==> src/source/scope_consts.svh <==
/*
 * scope constants
 * command length, frame geometry, FIFO depth, version, marker and reply codes
 */
`ifndef SCOPE_CONSTS_SVH
`define SCOPE_CONSTS_SVH

// ------------------------------
// command and frame geometry
`define SCOPE_CMD_BYTES   8
`define SCOPE_SAMPLES     4
`define SCOPE_SAMPLE_W    12
`define SCOPE_FIFO_DEPTH  16

// ------------------------------
// reply words and defaults
`define SCOPE_VERSION     32'd7
`define SCOPE_MARKER      32'hbeefdead
`define SCOPE_LOWER_DEF   (-12'sd10)
`define SCOPE_UPPER_DEF   (12'sd10)

`define SCOPE_ACK_OK      8'd1
`define SCOPE_ACK_BUSY    8'd0
`define SCOPE_ACK_SET     8'd2

`endif
==> src/source/scope_pkg.sv <==
/*
 * scope_pkg
 * opcodes, state encodings and bundled signal types of the command processor
 */
`include "scope_consts.svh"

package scope_pkg;

	typedef enum logic [7:0] {
		OP_READ_SAMPLES = 8'd0,
		OP_VERSION      = 8'd2,
		OP_SPI          = 8'd3,
		OP_ARM          = 8'd5,
		OP_SET_THRESH   = 8'd7
	} cmd_opcode_e;

	typedef logic [`SCOPE_CMD_BYTES-1:0][7:0] cmd_t; // byte 0 is the opcode
	typedef logic signed [`SCOPE_SAMPLE_W-1:0] sample_t;
	typedef sample_t [`SCOPE_SAMPLES-1:0] adc_frame_t;

	typedef struct packed {
		logic        trig_type; // 1 = threshold trigger
		logic [15:0] frame_cnt;
		sample_t     lower_thresh;
		sample_t     upper_thresh;
	} acq_cfg_t;

	typedef struct packed {
		logic [7:0] tx_byte;
		logic       tx_dv;
		logic [7:0] cs_n;
	} spi_req_t;

	typedef struct packed {
		logic       tx_ready;
		logic [7:0] rx_byte;
		logic       rx_dv;
	} spi_rsp_t;

	typedef struct packed {
		logic        valid;
		logic [31:0] data;
		logic [3:0]  keep;
		logic        last;
	} stream_out_t;

	typedef enum logic [2:0] {
		SEQ_IDLE, SEQ_SPI, SEQ_STROBE, SEQ_ACK, SEQ_REPLY, SEQ_POP, SEQ_STREAM
	} seq_state_e;
	typedef enum logic [1:0] {SPI_IDLE, SPI_SEND, SPI_STROBE, SPI_WAIT_RX} spi_state_e;
	typedef enum logic [1:0] {ACQ_IDLE, ACQ_WAIT_LOW, ACQ_WAIT_HIGH, ACQ_TAKE} acq_state_e;

endpackage

==> src/source/scope_cmd_top.sv <==
/*
 * scope_cmd_top
 * digitizer command processor, byte commands in and 32-bit replies out
 */
`timescale 1ns/1ns

module scope_cmd_top import scope_pkg::*; (
	input  logic        clk,
	input  logic        rstn,
	input  logic        i_s_tvalid,
	input  logic [7:0]  i_s_tdata,
	output logic        o_s_tready,
	input  logic        i_m_tready,
	output stream_out_t o_m,
	output spi_req_t    o_spi,
	input  spi_rsp_t    i_spi,
	input  logic        i_adc_valid,
	input  adc_frame_t  i_adc_frame
);

	cmd_t       cmd;
	logic       cmd_valid, cmd_done;
	logic       spi_start, spi_done;
	logic [7:0] spi_rx;
	logic       wr_arm, wr_thresh, arm, busy;
	logic [7:0] ack;
	acq_cfg_t   cfg;
	logic       fifo_wr, fifo_rd, fifo_full, fifo_empty;
	adc_frame_t fifo_wr_frame, fifo_head;

	cmd_byte_collector u_collector (.clk, .rstn, .i_s_tvalid, .i_s_tdata, .o_s_tready,
		.o_cmd(cmd), .o_cmd_valid(cmd_valid), .i_cmd_done(cmd_done));

	cmd_sequencer u_sequencer (.clk, .rstn, .i_cmd(cmd), .i_cmd_valid(cmd_valid),
		.o_cmd_done(cmd_done), .o_spi_start(spi_start), .i_spi_done(spi_done),
		.i_spi_rx(spi_rx), .o_wr_arm(wr_arm), .o_wr_thresh(wr_thresh), .i_ack(ack),
		.i_fifo_empty(fifo_empty), .i_fifo_frame(fifo_head), .o_fifo_rd(fifo_rd),
		.o_m, .i_m_tready);

	spi_transaction u_spi (.clk, .rstn, .i_start(spi_start), .i_cmd(cmd), .o_spi, .i_spi,
		.o_done(spi_done), .o_rx_byte(spi_rx));

	acq_config_regs u_cfg (.clk, .rstn, .i_wr_arm(wr_arm), .i_wr_thresh(wr_thresh),
		.i_cmd(cmd), .i_busy(busy), .o_cfg(cfg), .o_arm(arm), .o_ack(ack));

	trigger_capture u_capture (.clk, .rstn, .i_cfg(cfg), .i_arm(arm), .i_adc_valid,
		.i_adc_frame, .i_fifo_full(fifo_full), .o_fifo_wr(fifo_wr),
		.o_fifo_frame(fifo_wr_frame), .o_busy(busy));

	frame_fifo u_fifo (.clk, .rstn, .i_wr(fifo_wr), .i_wr_frame(fifo_wr_frame),
		.i_rd(fifo_rd), .o_rd_frame(fifo_head), .o_full(fifo_full), .o_empty(fifo_empty));

endmodule

==> src/source/cmd_sequencer.sv <==
/*
 * cmd_sequencer
 * decodes commands, builds replies and streams packed sample words
 */
`timescale 1ns/1ns
`include "scope_consts.svh"

module cmd_sequencer import scope_pkg::*; (
	input  logic        clk,
	input  logic        rstn,
	input  cmd_t        i_cmd,
	input  logic        i_cmd_valid,
	output logic        o_cmd_done,
	output logic        o_spi_start,
	input  logic        i_spi_done,
	input  logic [7:0]  i_spi_rx,
	output logic        o_wr_arm,
	output logic        o_wr_thresh,
	input  logic [7:0]  i_ack,
	input  logic        i_fifo_empty,
	input  adc_frame_t  i_fifo_frame,
	output logic        o_fifo_rd,
	output stream_out_t o_m,
	input  logic        i_m_tready
);

	seq_state_e  state;
	logic [31:0] len;     // bytes still to send
	logic [31:0] m_data;
	logic        m_valid;
	logic [1:0]  widx;    // word within frame
	adc_frame_t  frame_q;
	logic        pop;

	function automatic logic [31:0] pack2(input sample_t hi, input sample_t lo);
		return {4'b0, hi, 4'b0, lo};
	endfunction

	function automatic logic [3:0] keep_of(input logic [31:0] n);
		if (n >= 32'd4)
			return 4'b1111;
		return (4'b0001 << n[1:0]) - 4'b0001;
	endfunction

	assign pop = (state == SEQ_POP) && (len != 32'd0) && !i_fifo_empty;

	always_comb begin
		o_m.valid = m_valid;
		o_m.data  = m_data;
		o_m.keep  = keep_of(len);
		o_m.last  = (len <= 32'd4);
	end

	// ------------------------------
	// command decode and reply
	always_ff @(posedge clk or negedge rstn) begin
		if (!rstn) begin
			state       <= SEQ_IDLE;
			len         <= 32'd0;
			m_data      <= 32'd0;
			m_valid     <= 1'b0;
			widx        <= 2'd0;
			o_cmd_done  <= 1'b0;
			o_spi_start <= 1'b0;
			o_wr_arm    <= 1'b0;
			o_wr_thresh <= 1'b0;
			o_fifo_rd   <= 1'b0;
		end else begin
			o_cmd_done  <= 1'b0;
			o_spi_start <= 1'b0;
			o_wr_arm    <= 1'b0;
			o_wr_thresh <= 1'b0;
			o_fifo_rd   <= 1'b0;
			case (state)
				SEQ_IDLE: if (i_cmd_valid && !o_cmd_done) begin // skip stale valid
					case (i_cmd[0])
						OP_VERSION: begin
							m_data  <= `SCOPE_VERSION;
							len     <= 32'd4;
							m_valid <= 1'b1;
							state   <= SEQ_REPLY;
						end
						OP_SPI: begin
							o_spi_start <= 1'b1;
							state       <= SEQ_SPI;
						end
						OP_ARM: begin
							o_wr_arm <= 1'b1;
							state    <= SEQ_STROBE;
						end
						OP_SET_THRESH: begin
							o_wr_thresh <= 1'b1;
							state       <= SEQ_STROBE;
						end
						OP_READ_SAMPLES: begin
							len   <= {i_cmd[7], i_cmd[6], i_cmd[5], i_cmd[4]};
							state <= SEQ_POP;
						end
						default: o_cmd_done <= 1'b1; // unknown, no reply
					endcase
				end
				SEQ_SPI: if (i_spi_done) begin
					m_data  <= {24'd0, i_spi_rx};
					len     <= 32'd4;
					m_valid <= 1'b1;
					state   <= SEQ_REPLY;
				end
				SEQ_STROBE: state <= SEQ_ACK; // ack lands this cycle
				SEQ_ACK: begin
					m_data  <= {24'd0, i_ack};
					len     <= 32'd4;
					m_valid <= 1'b1;
					state   <= SEQ_REPLY;
				end
				SEQ_REPLY: if (i_m_tready) begin
					m_valid    <= 1'b0;
					len        <= 32'd0;
					o_cmd_done <= 1'b1;
					state      <= SEQ_IDLE;
				end
				SEQ_POP: begin
					if (len == 32'd0) begin
						o_cmd_done <= 1'b1;
						state      <= SEQ_IDLE;
					end else if (pop) begin
						o_fifo_rd <= 1'b1;
						m_data    <= pack2(i_fifo_frame[1], i_fifo_frame[0]);
						m_valid   <= 1'b1;
						widx      <= 2'd0;
						state     <= SEQ_STREAM;
					end
				end
				SEQ_STREAM: if (i_m_tready) begin
					if (len <= 32'd4) begin // rest of frame dropped
						len        <= 32'd0;
						m_valid    <= 1'b0;
						o_cmd_done <= 1'b1;
						state      <= SEQ_IDLE;
					end else begin
						len  <= len - 32'd4;
						widx <= widx + 2'd1;
						case (widx)
							2'd0: m_data <= pack2(frame_q[3], frame_q[2]);
							2'd1: m_data <= `SCOPE_MARKER;
							default: begin
								m_valid <= 1'b0;
								state   <= SEQ_POP;
							end
						endcase
					end
				end
				default: state <= SEQ_IDLE;
			endcase
		end
	end

	always_ff @(posedge clk) begin
		if (pop)
			frame_q <= i_fifo_frame;
	end

endmodule

==> src/source/frame_fifo.sv <==
/*
 * frame_fifo
 * synchronous circular FIFO of ADC frames with registered fall-through head
 */
`timescale 1ns/1ns
`include "scope_consts.svh"

module frame_fifo import scope_pkg::*; #(
	parameter int DEPTH = `SCOPE_FIFO_DEPTH // power of two
) (
	input  logic       clk,
	input  logic       rstn,
	input  logic       i_wr,
	input  adc_frame_t i_wr_frame,
	input  logic       i_rd,
	output adc_frame_t o_rd_frame,
	output logic       o_full,
	output logic       o_empty
);

	localparam int AW = $clog2(DEPTH);

	adc_frame_t    mem [DEPTH];
	logic [AW-1:0] wptr, rptr, rptr_nxt;
	logic [AW:0]   cnt;
	logic          wr_en, rd_en;

	assign wr_en    = i_wr && !o_full;
	assign rd_en    = i_rd && !o_empty;
	assign rptr_nxt = rptr + 1'b1;
	assign o_full   = (cnt == (AW+1)'(DEPTH));
	assign o_empty  = (cnt == '0);

	always_ff @(posedge clk or negedge rstn) begin
		if (!rstn) begin
			wptr <= '0;
			rptr <= '0;
			cnt  <= '0;
		end else begin
			if (wr_en) wptr <= wptr + 1'b1;
			if (rd_en) rptr <= rptr_nxt;
			if (wr_en && !rd_en) cnt <= cnt + 1'b1;
			else if (rd_en && !wr_en) cnt <= cnt - 1'b1;
		end
	end

	always_ff @(posedge clk) begin
		if (wr_en)
			mem[wptr] <= i_wr_frame;
		if (wr_en && (o_empty || (rd_en && cnt == (AW+1)'(1))))
			o_rd_frame <= i_wr_frame; // new frame becomes head
		else if (rd_en)
			o_rd_frame <= mem[rptr_nxt];
	end

endmodule

==> src/source/trigger_capture.sv <==
/*
 * trigger_capture
 * threshold trigger FSM, writes captured ADC frames into the frame FIFO
 */
`timescale 1ns/1ns

module trigger_capture import scope_pkg::*; (
	input  logic       clk,
	input  logic       rstn,
	input  acq_cfg_t   i_cfg,
	input  logic       i_arm,
	input  logic       i_adc_valid,
	input  adc_frame_t i_adc_frame,
	input  logic       i_fifo_full,
	output logic       o_fifo_wr,
	output adc_frame_t o_fifo_frame,
	output logic       o_busy
);

	acq_state_e  state;
	logic [15:0] count;
	logic        take_done;
	sample_t     s0;

	assign s0        = i_adc_frame[0];
	assign take_done = (count >= i_cfg.frame_cnt) || i_fifo_full;

	assign o_busy       = (state != ACQ_IDLE);
	assign o_fifo_wr    = (state == ACQ_TAKE) && !take_done && i_adc_valid;
	assign o_fifo_frame = i_adc_frame;

	// ------------------------------
	// trigger and take sequencing
	always_ff @(posedge clk or negedge rstn) begin
		if (!rstn) begin
			state <= ACQ_IDLE;
			count <= 16'd0;
		end else begin
			case (state)
				ACQ_IDLE: if (i_arm) begin
					count <= 16'd0;
					state <= i_cfg.trig_type ? ACQ_WAIT_LOW : ACQ_TAKE;
				end
				ACQ_WAIT_LOW: begin
					if (i_adc_valid && s0 < i_cfg.lower_thresh)
						state <= ACQ_WAIT_HIGH;
				end
				ACQ_WAIT_HIGH: begin
					if (i_adc_valid && s0 > i_cfg.upper_thresh)
						state <= ACQ_TAKE; // crossing frame not stored
				end
				ACQ_TAKE: begin
					if (take_done)
						state <= ACQ_IDLE;
					else if (i_adc_valid)
						count <= count + 16'd1;
				end
				default: state <= ACQ_IDLE;
			endcase
		end
	end

endmodule

==> src/source/acq_config_regs.sv <==
/*
 * acq_config_regs
 * trigger configuration, thresholds and arm request
 */
`timescale 1ns/1ns
`include "scope_consts.svh"

module acq_config_regs import scope_pkg::*; (
	input  logic       clk,
	input  logic       rstn,
	input  logic       i_wr_arm,
	input  logic       i_wr_thresh,
	input  cmd_t       i_cmd,
	input  logic       i_busy,
	output acq_cfg_t   o_cfg,
	output logic       o_arm,
	output logic [7:0] o_ack
);

	always_ff @(posedge clk or negedge rstn) begin
		if (!rstn) begin
			o_cfg.trig_type    <= 1'b0;
			o_cfg.frame_cnt    <= 16'd0;
			o_cfg.lower_thresh <= `SCOPE_LOWER_DEF;
			o_cfg.upper_thresh <= `SCOPE_UPPER_DEF;
			o_arm <= 1'b0;
			o_ack <= 8'd0;
		end else begin
			o_arm <= 1'b0;
			if (i_wr_thresh) begin
				o_cfg.lower_thresh <= {{4{i_cmd[2][7]}}, i_cmd[2]}; // sign extend
				o_cfg.upper_thresh <= {{4{i_cmd[3][7]}}, i_cmd[3]};
				o_ack <= `SCOPE_ACK_SET;
			end else if (i_wr_arm) begin
				if (!i_busy) begin
					o_cfg.trig_type <= i_cmd[1][0];
					o_cfg.frame_cnt <= {i_cmd[5], i_cmd[4]};
					o_arm <= 1'b1;
					o_ack <= `SCOPE_ACK_OK;
				end else begin
					o_ack <= `SCOPE_ACK_BUSY; // capture running, keep config
				end
			end
		end
	end

endmodule

==> src/source/spi_transaction.sv <==
/*
 * spi_transaction
 * one chip-selected SPI exchange of two or three bytes
 */
`timescale 1ns/1ns

module spi_transaction import scope_pkg::*; (
	input  logic       clk,
	input  logic       rstn,
	input  logic       i_start,
	input  cmd_t       i_cmd,
	output spi_req_t   o_spi,
	input  spi_rsp_t   i_spi,
	output logic       o_done,
	output logic [7:0] o_rx_byte
);

	spi_state_e state;
	logic [1:0] idx;     // 0..2 selects command byte 2..4
	logic [1:0] nxt_idx;
	logic       two_byte;

	assign two_byte = (i_cmd[7] == 8'd2);
	assign nxt_idx  = (idx == 2'd0 && two_byte) ? 2'd2 : idx + 2'd1; // skip byte 3

	always_ff @(posedge clk or negedge rstn) begin
		if (!rstn) begin
			state       <= SPI_IDLE;
			idx         <= 2'd0;
			o_spi.tx_byte <= 8'd0;
			o_spi.tx_dv <= 1'b0;
			o_spi.cs_n  <= 8'hff;
			o_done      <= 1'b0;
			o_rx_byte   <= 8'd0;
		end else begin
			o_done <= 1'b0;
			case (state)
				SPI_IDLE: if (i_start) begin
					o_spi.cs_n[i_cmd[1][2:0]] <= 1'b0; // select chip
					o_spi.tx_byte <= i_cmd[2];
					idx   <= 2'd0;
					state <= SPI_SEND;
				end
				SPI_SEND: if (i_spi.tx_ready) begin
					o_spi.tx_dv <= 1'b1;
					state       <= SPI_STROBE;
				end
				SPI_STROBE: begin
					o_spi.tx_dv <= 1'b0;
					if (idx == 2'd2) begin
						state <= SPI_WAIT_RX;
					end else begin
						idx           <= nxt_idx;
						o_spi.tx_byte <= i_cmd[3'd2 + {1'b0, nxt_idx}];
						state         <= SPI_SEND;
					end
				end
				SPI_WAIT_RX: if (i_spi.rx_dv) begin
					o_spi.cs_n <= 8'hff; // release chip
					o_rx_byte  <= i_spi.rx_byte;
					o_done     <= 1'b1;
					state      <= SPI_IDLE;
				end
				default: state <= SPI_IDLE;
			endcase
		end
	end

endmodule

==> src/source/cmd_byte_collector.sv <==
/*
 * cmd_byte_collector
 * gathers eight bytes of the input stream into one command
 */
`timescale 1ns/1ns
`include "scope_consts.svh"

module cmd_byte_collector import scope_pkg::*; (
	input  logic       clk,
	input  logic       rstn,
	input  logic       i_s_tvalid,
	input  logic [7:0] i_s_tdata,
	output logic       o_s_tready,
	output cmd_t       o_cmd,
	output logic       o_cmd_valid,
	input  logic       i_cmd_done
);

	localparam int CW = $clog2(`SCOPE_CMD_BYTES);
	localparam logic [CW-1:0] LAST_BYTE = CW'(`SCOPE_CMD_BYTES - 1);

	logic [CW-1:0] cnt;
	logic          take;

	assign take = i_s_tvalid && o_s_tready;

	always_ff @(posedge clk or negedge rstn) begin
		if (!rstn) begin
			cnt         <= '0;
			o_cmd_valid <= 1'b0;
			o_s_tready  <= 1'b0;
		end else if (o_cmd_valid) begin
			if (i_cmd_done) begin // command consumed, reopen input
				o_cmd_valid <= 1'b0;
				o_s_tready  <= 1'b1;
			end
		end else begin
			o_s_tready <= 1'b1;
			if (take) begin
				cnt <= cnt + 1'b1;
				if (cnt == LAST_BYTE) begin
					cnt         <= '0;
					o_cmd_valid <= 1'b1;
					o_s_tready  <= 1'b0; // hold until done
				end
			end
		end
	end

	always_ff @(posedge clk) begin
		if (take)
			o_cmd[cnt] <= i_s_tdata;
	end

endmodule

==> config.mk <==
export PLATFORM = sky130hd
export DESIGN_NAME = scope_cmd_top
export DESIGN_NICKNAME = d
export VERILOG_FILES = /design/src/source/scope_pkg.sv /design/src/source/scope_cmd_top.sv /design/src/source/cmd_sequencer.sv /design/src/source/frame_fifo.sv /design/src/source/trigger_capture.sv /design/src/source/acq_config_regs.sv /design/src/source/spi_transaction.sv /design/src/source/cmd_byte_collector.sv
export VERILOG_INCLUDE_DIRS = /design/src /design/src/source
export SDC_FILE = /design/constraint.sdc
export NUM_CORES = 1
export LEC_CHECK = 0
export BUFFER_PORTS_ARGS = -buffer_cell sky130_fd_sc_hd__buf_2
export CAP_MARGIN = 10
export CORE_ASPECT_RATIO = 0.8
export CORE_MARGIN = 1
export CORE_UTILIZATION = 46
export DETAILED_ROUTE_END_ITERATION = 16
export PLACE_DENSITY_LB_ADDON = 0.2
export SLEW_MARGIN = 25
export SYNTH_ARGS = -nofsm -noshare
export SYNTH_HDL_FRONTEND = slang
export SYNTH_SLANG_ARGS = --single-unit
export TNS_END_PERCENT = 100
==> constraint.sdc <==
create_clock -name clk -period 7.37 [get_ports clk]
set_input_delay 2.211 -clock clk [delete_from_list [all_inputs] [get_ports clk]]
set_output_delay 2.211 -clock clk [all_outputs]
set_load 0.005 [all_outputs]
==> flow_results.org <==
** Status
- Run status :: finished, final reports clean

** Clock tree
- Once the clock tree was built, the resizer swapped 0 gates to a different size.
- TritonCTS clock tree :: built
- Clock slew seen by the registers of the worst setup and hold paths :: roughly 60 ps
- CTS buffer count :: between 100 and 150
- The clock passes through at most 3 buffers.
- Clock latency on the worst-skew pair :: a little under 700 ps
- The tree is rooted in a sky130_fd_sc_hd__clkbuf_16.
- Cts-stage hold buffer count :: 0
- Post-CTS setup buffer count :: 0
- CTS built an H-tree with a depth of 3.
- The clock drives 1,069 sinks.

** Pwr
- Worst voltage drop across the vdd grid :: 0.212 mV
- Proportion of power drawn by the clock network :: 0.404
- Areal power density over the cells :: around 270 nW/um2
- Cell-internal power :: a little over 10 mW
- Net Sw Power :: 3.08 mW
- Share of power burned in registers :: 0.526
- Fraction of power spent switching nets :: 0.234
- Static leakage :: about 16 nW
- Of the total power, combinational logic draws 0.070.

** Final layout
- Area grow syn2layout :: 12.8%
- For this run, the number of standard cells in the final layout without fillers is roughly 3,800.
- Commonest cells after routing, fill and taps aside :: sky130_fd_sc_hd__edfxtp_1, sky130_fd_sc_hd__mux4_2, sky130_fd_sc_hd__dfrtp_1, sky130_fd_sc_hd__o21ai_0, sky130_fd_sc_hd__nand2_1
- The library cell used most frequently in the layout, excluding fill and tap cells, is sky130_fd_sc_hd__edfxtp_1.
- The final layout contains approximately 2,700 nets.
- In the final layout, the share of cells above drive strength 1 is 0.271.
- Fill cell instance count of the final layout :: approximately 7,300
- Across the whole layout, storage elements account for roughly 31,000 um2.
- In the final layout, the multi-input gates occupy 11,700 um2.

** Hold path
- The worst hold path was traced through 0 stages.
- End of the worst hold path :: u_sequencer.frame_q[24]
- In this run the most critical hold path is launched from u_fifo.o_rd_frame[24].
- The path class of the tightest hold or removal check is reg2reg.

** STA
- Setup violations remaining at the end of the flow were counted as 0.
- After layout, the minimum clock period comes to about 5900 ps.
- Dividing the final minimum period by the clock period gives 0.794.
- Upper clock frequency limit :: about 0.17 GHz
- The max-slew violation total from the final report is 0.
- The hold violation count in the final report is 0.
- Setup total negative slack :: 0 ps
- Clock skew on the completed layout was measured at ~37 ps.
- Unrepaired setup endpoints after global routing :: false
- Worst Tran Pin Value :: ~1100 ps
- The worst pin sits at a relative slew slack of 0.282.

** Global routing
- Entering global routing, the biggest net connects between 90 and 100 pins.
- GRT Util Overall :: 0.221
- Via count of the first global-routing pass :: 23,300
- The initial antenna violation count was 2.
- The first global-routing pass estimated between 150,000 and 200,000 um of wire.
- Grt total ovfl :: 0

** Logic synthesis
- Of the total synthesized cell area, the portion taken by XOR and XNOR cells is 0.00281.
- Number of synthesized register bits :: 1,069
- The compound-gate portion of the synthesized area was 0.0484.
- After synthesis, the largest family of logic cells by area is multiplexers.
- Combined area of all synthesized cells :: about 44,000 um2
- Post-Synthesis Cells :: around 2,400
- The synthesized design contains 899 enable-type register cells.
- Number of synthesis warnings :: 0
- Avg Cell Area, Syn :: ~18 um2
- The number of different library cells used by synthesis comes to 78.
- Area fraction in and, or, nand and nor cells after synthesis :: 0.0426
- Adder-cell area share of the yosys netlist :: 0.0178
- Mux contribution to synthesized area :: 0.153
- Main synth FF type :: sky130_fd_sc_hd__edfxtp_1
- For this run, asynchronously set or reset flops after synthesis account for 0.159.
- Of the synthesized area, sequential elements account for 0.718.

** Floorplanning
- The floorplan step defined a core boundary enclosing between 90,000 and 100,000 um2.
- Top Ports :: ~130
- Number of placement rows :: 100
- The floorplan step set the die width to around 350 um.
- The floorplan step defined a die boundary enclosing ~96,000 um2.
- The initial utilization of the core area, before any placement, comes to 0.466.
- Die Y-Extent :: ~280 um

** Routing
- The routed layout has 23,200 vias.
- DRC marker count from the first detailed-route iteration :: approximately 2,400
- For this run, the detailed router's first-pass iteration total came to 5.
- Post-route antenna net violation count :: 0
- After detailed routing, the total wire length is ~110,000 um.
- Average via count per standard cell :: 6.03
- After detailed routing, the number of remaining DRC violations is 0.
- After detailed routing, the average wire length per cell comes to approximately 27 um.

** Critical path
- Worst reg2reg endpoint :: u_fifo.mem[9][43]
- For flop-to-flop paths, the worst setup slack is ~2500 ps.
- Required time of the critical path :: approximately 5200 ps
- Data arrival, critical path :: about 3600 ps
- The worst setup path is captured at an output pin.
- Worst r2r path cells :: 9
- The worst register-to-register path begins at u_capture.state[0].
- Maximum fanout along the worst path :: 9
- Startpoint-to-endpoint class of the critical path :: reg2out
- STA classifies the critical path startpoint as a register.

** Flow run
- Max-cap violations in this run came to 0.

** Place
- The HPWL after detailed placement is about 66,000 um.
- Input and output buffers added on the ports amount to around 120.
- DP Cell Count :: between 3,000 and 4,000
- Routability-driven placement finished with a final weighted congestion of about 0.85.
-- cell families (layout without fill, tap and decap cells) --
kind of cell,after synthesis,after routing
xor+xnor,14,14
simple gates,371,371
mux,347,347
flops,1069,1069
fa+ha+maj,62,62
other cells,1,3
compound gates,327,327
buf+inv,187,431
-- Yosys cell counts, types with 19 or more instances --
master | n | area, um2
sky130_fd_sc_hd__mux2i_1 | 19 | 190
sky130_fd_sc_hd__dfrtp_1 | 154 | 3850
sky130_fd_sc_hd__nand3_1 | 39 | 195
sky130_fd_sc_hd__a21oi_1 | 48 | 240
sky130_fd_sc_hd__mux4_2 | 240 | 5410
sky130_fd_sc_hd__nor2_1 | 62 | 233
sky130_fd_sc_hd__o21ai_0 | 140 | 701
sky130_fd_sc_hd__o211ai_1 | 21 | 158
sky130_fd_sc_hd__inv_1 | 66 | 248
sky130_fd_sc_hd__clkbuf_1 | 87 | 327
sky130_fd_sc_hd__nand2_1 | 136 | 510
sky130_fd_sc_hd__nor3_1 | 26 | 130
sky130_fd_sc_hd__mux2_2 | 69 | 777
sky130_fd_sc_hd__mux2_4 | 19 | 285
sky130_fd_sc_hd__edfxtp_1 | 899 | 27000
sky130_fd_sc_hd__ha_1 | 62 | 776
-- through the flow --
step / area [um2] / power, mW / setup slack (ps) / util / hold slack [ps]
3_3_place_gp: 45600 / 7.91 / 2210 / 0.488 / 401
6_report: 49100 / 13.2 / 1520 / 0.526 / 420
2_1_floorplan: 43600 / 7.58 / 718 / - / 400
3_5_place_dp: 45600 / 7.96 / 2190 / 0.488 / 408
5_1_grt: 49100 / 13.6 / 1390 / 0.526 / 426
4_1_cts: 49100 / 13.3 / 1540 / 0.525 / 423
-- power groups by stage --
stage               Combinational (mW)  Clock, mW  Sequential [mW]
CTS                              0.919       5.42             6.92
detailed placement               0.913          0             7.05
global placement                 0.877          0             7.03
global route                      1.02       5.63             6.95
floorplan                        0.606          0             6.97
finish                           0.921       5.33             6.93
-- cell type report --
class | instances | area share
multi-input combinational | 1123 | 0.237
sequential | 1069 | 0.637
tap | 1224 | 0.0312
timing repair buffer | 166 | 0.0199
clock inverter | 63 | 0.0123
antenna | 1 | 0.0000509
inverter | 66 | 0.00504
clock buffer | 136 | 0.0577
-- critical path: stages (launching register included) --
cell	delay, ps
sky130_fd_sc_hd__dfrtp_1	440
sky130_fd_sc_hd__inv_1	140
sky130_fd_sc_hd__ha_1	250
sky130_fd_sc_hd__or4b_1	590
sky130_fd_sc_hd__or4_1	690
sky130_fd_sc_hd__nor2_1	260
sky130_fd_sc_hd__nand2_1	150
sky130_fd_sc_hd__or3_1	320
sky130_fd_sc_hd__buf_2	130
-- worst max path at each step --
stage,from,endpoint,slack [ps]
finish,u_sequencer.len[2],o_m[1],1520
global route,u_sequencer.len[2],o_m[1],1390
CTS,u_sequencer.len[2],o_m[1],1540
detailed placement,i_adc_valid,u_fifo.mem[10][0],2190
global placement,i_adc_valid,u_fifo.mem[11][27],2210
floorplan,i_adc_valid,u_fifo.mem[3][0],720
-- routing by layer --
layer,vias up,wire length [um],GRT usage
li1,9906,-,-
met4,0,1930,0.0496
met5,-,0,0
met1,12200,48100,0.341
met2,936,46400,0.318
met3,128,8680,0.0517
-- registers in the layout, indices dropped and copies added (netlist names), 4 cells and up --
| signal | count |
|---|---|
| u_capture.count | 16 |
| u_cfg.o_cfg | 33 |
| u_collector.o_cmd | 59 |
| u_fifo.cnt | 5 |
| u_fifo.mem | 768 |
| u_fifo.o_rd_frame | 48 |
| u_fifo.rptr | 4 |
| u_fifo.wptr | 4 |
| u_sequencer.frame_q | 24 |
| u_sequencer.len | 32 |
| u_sequencer.m_data | 25 |
| u_spi.o_rx_byte | 8 |
| u_spi.o_spi | 17 |
Power figures use the tool's default switching activity.
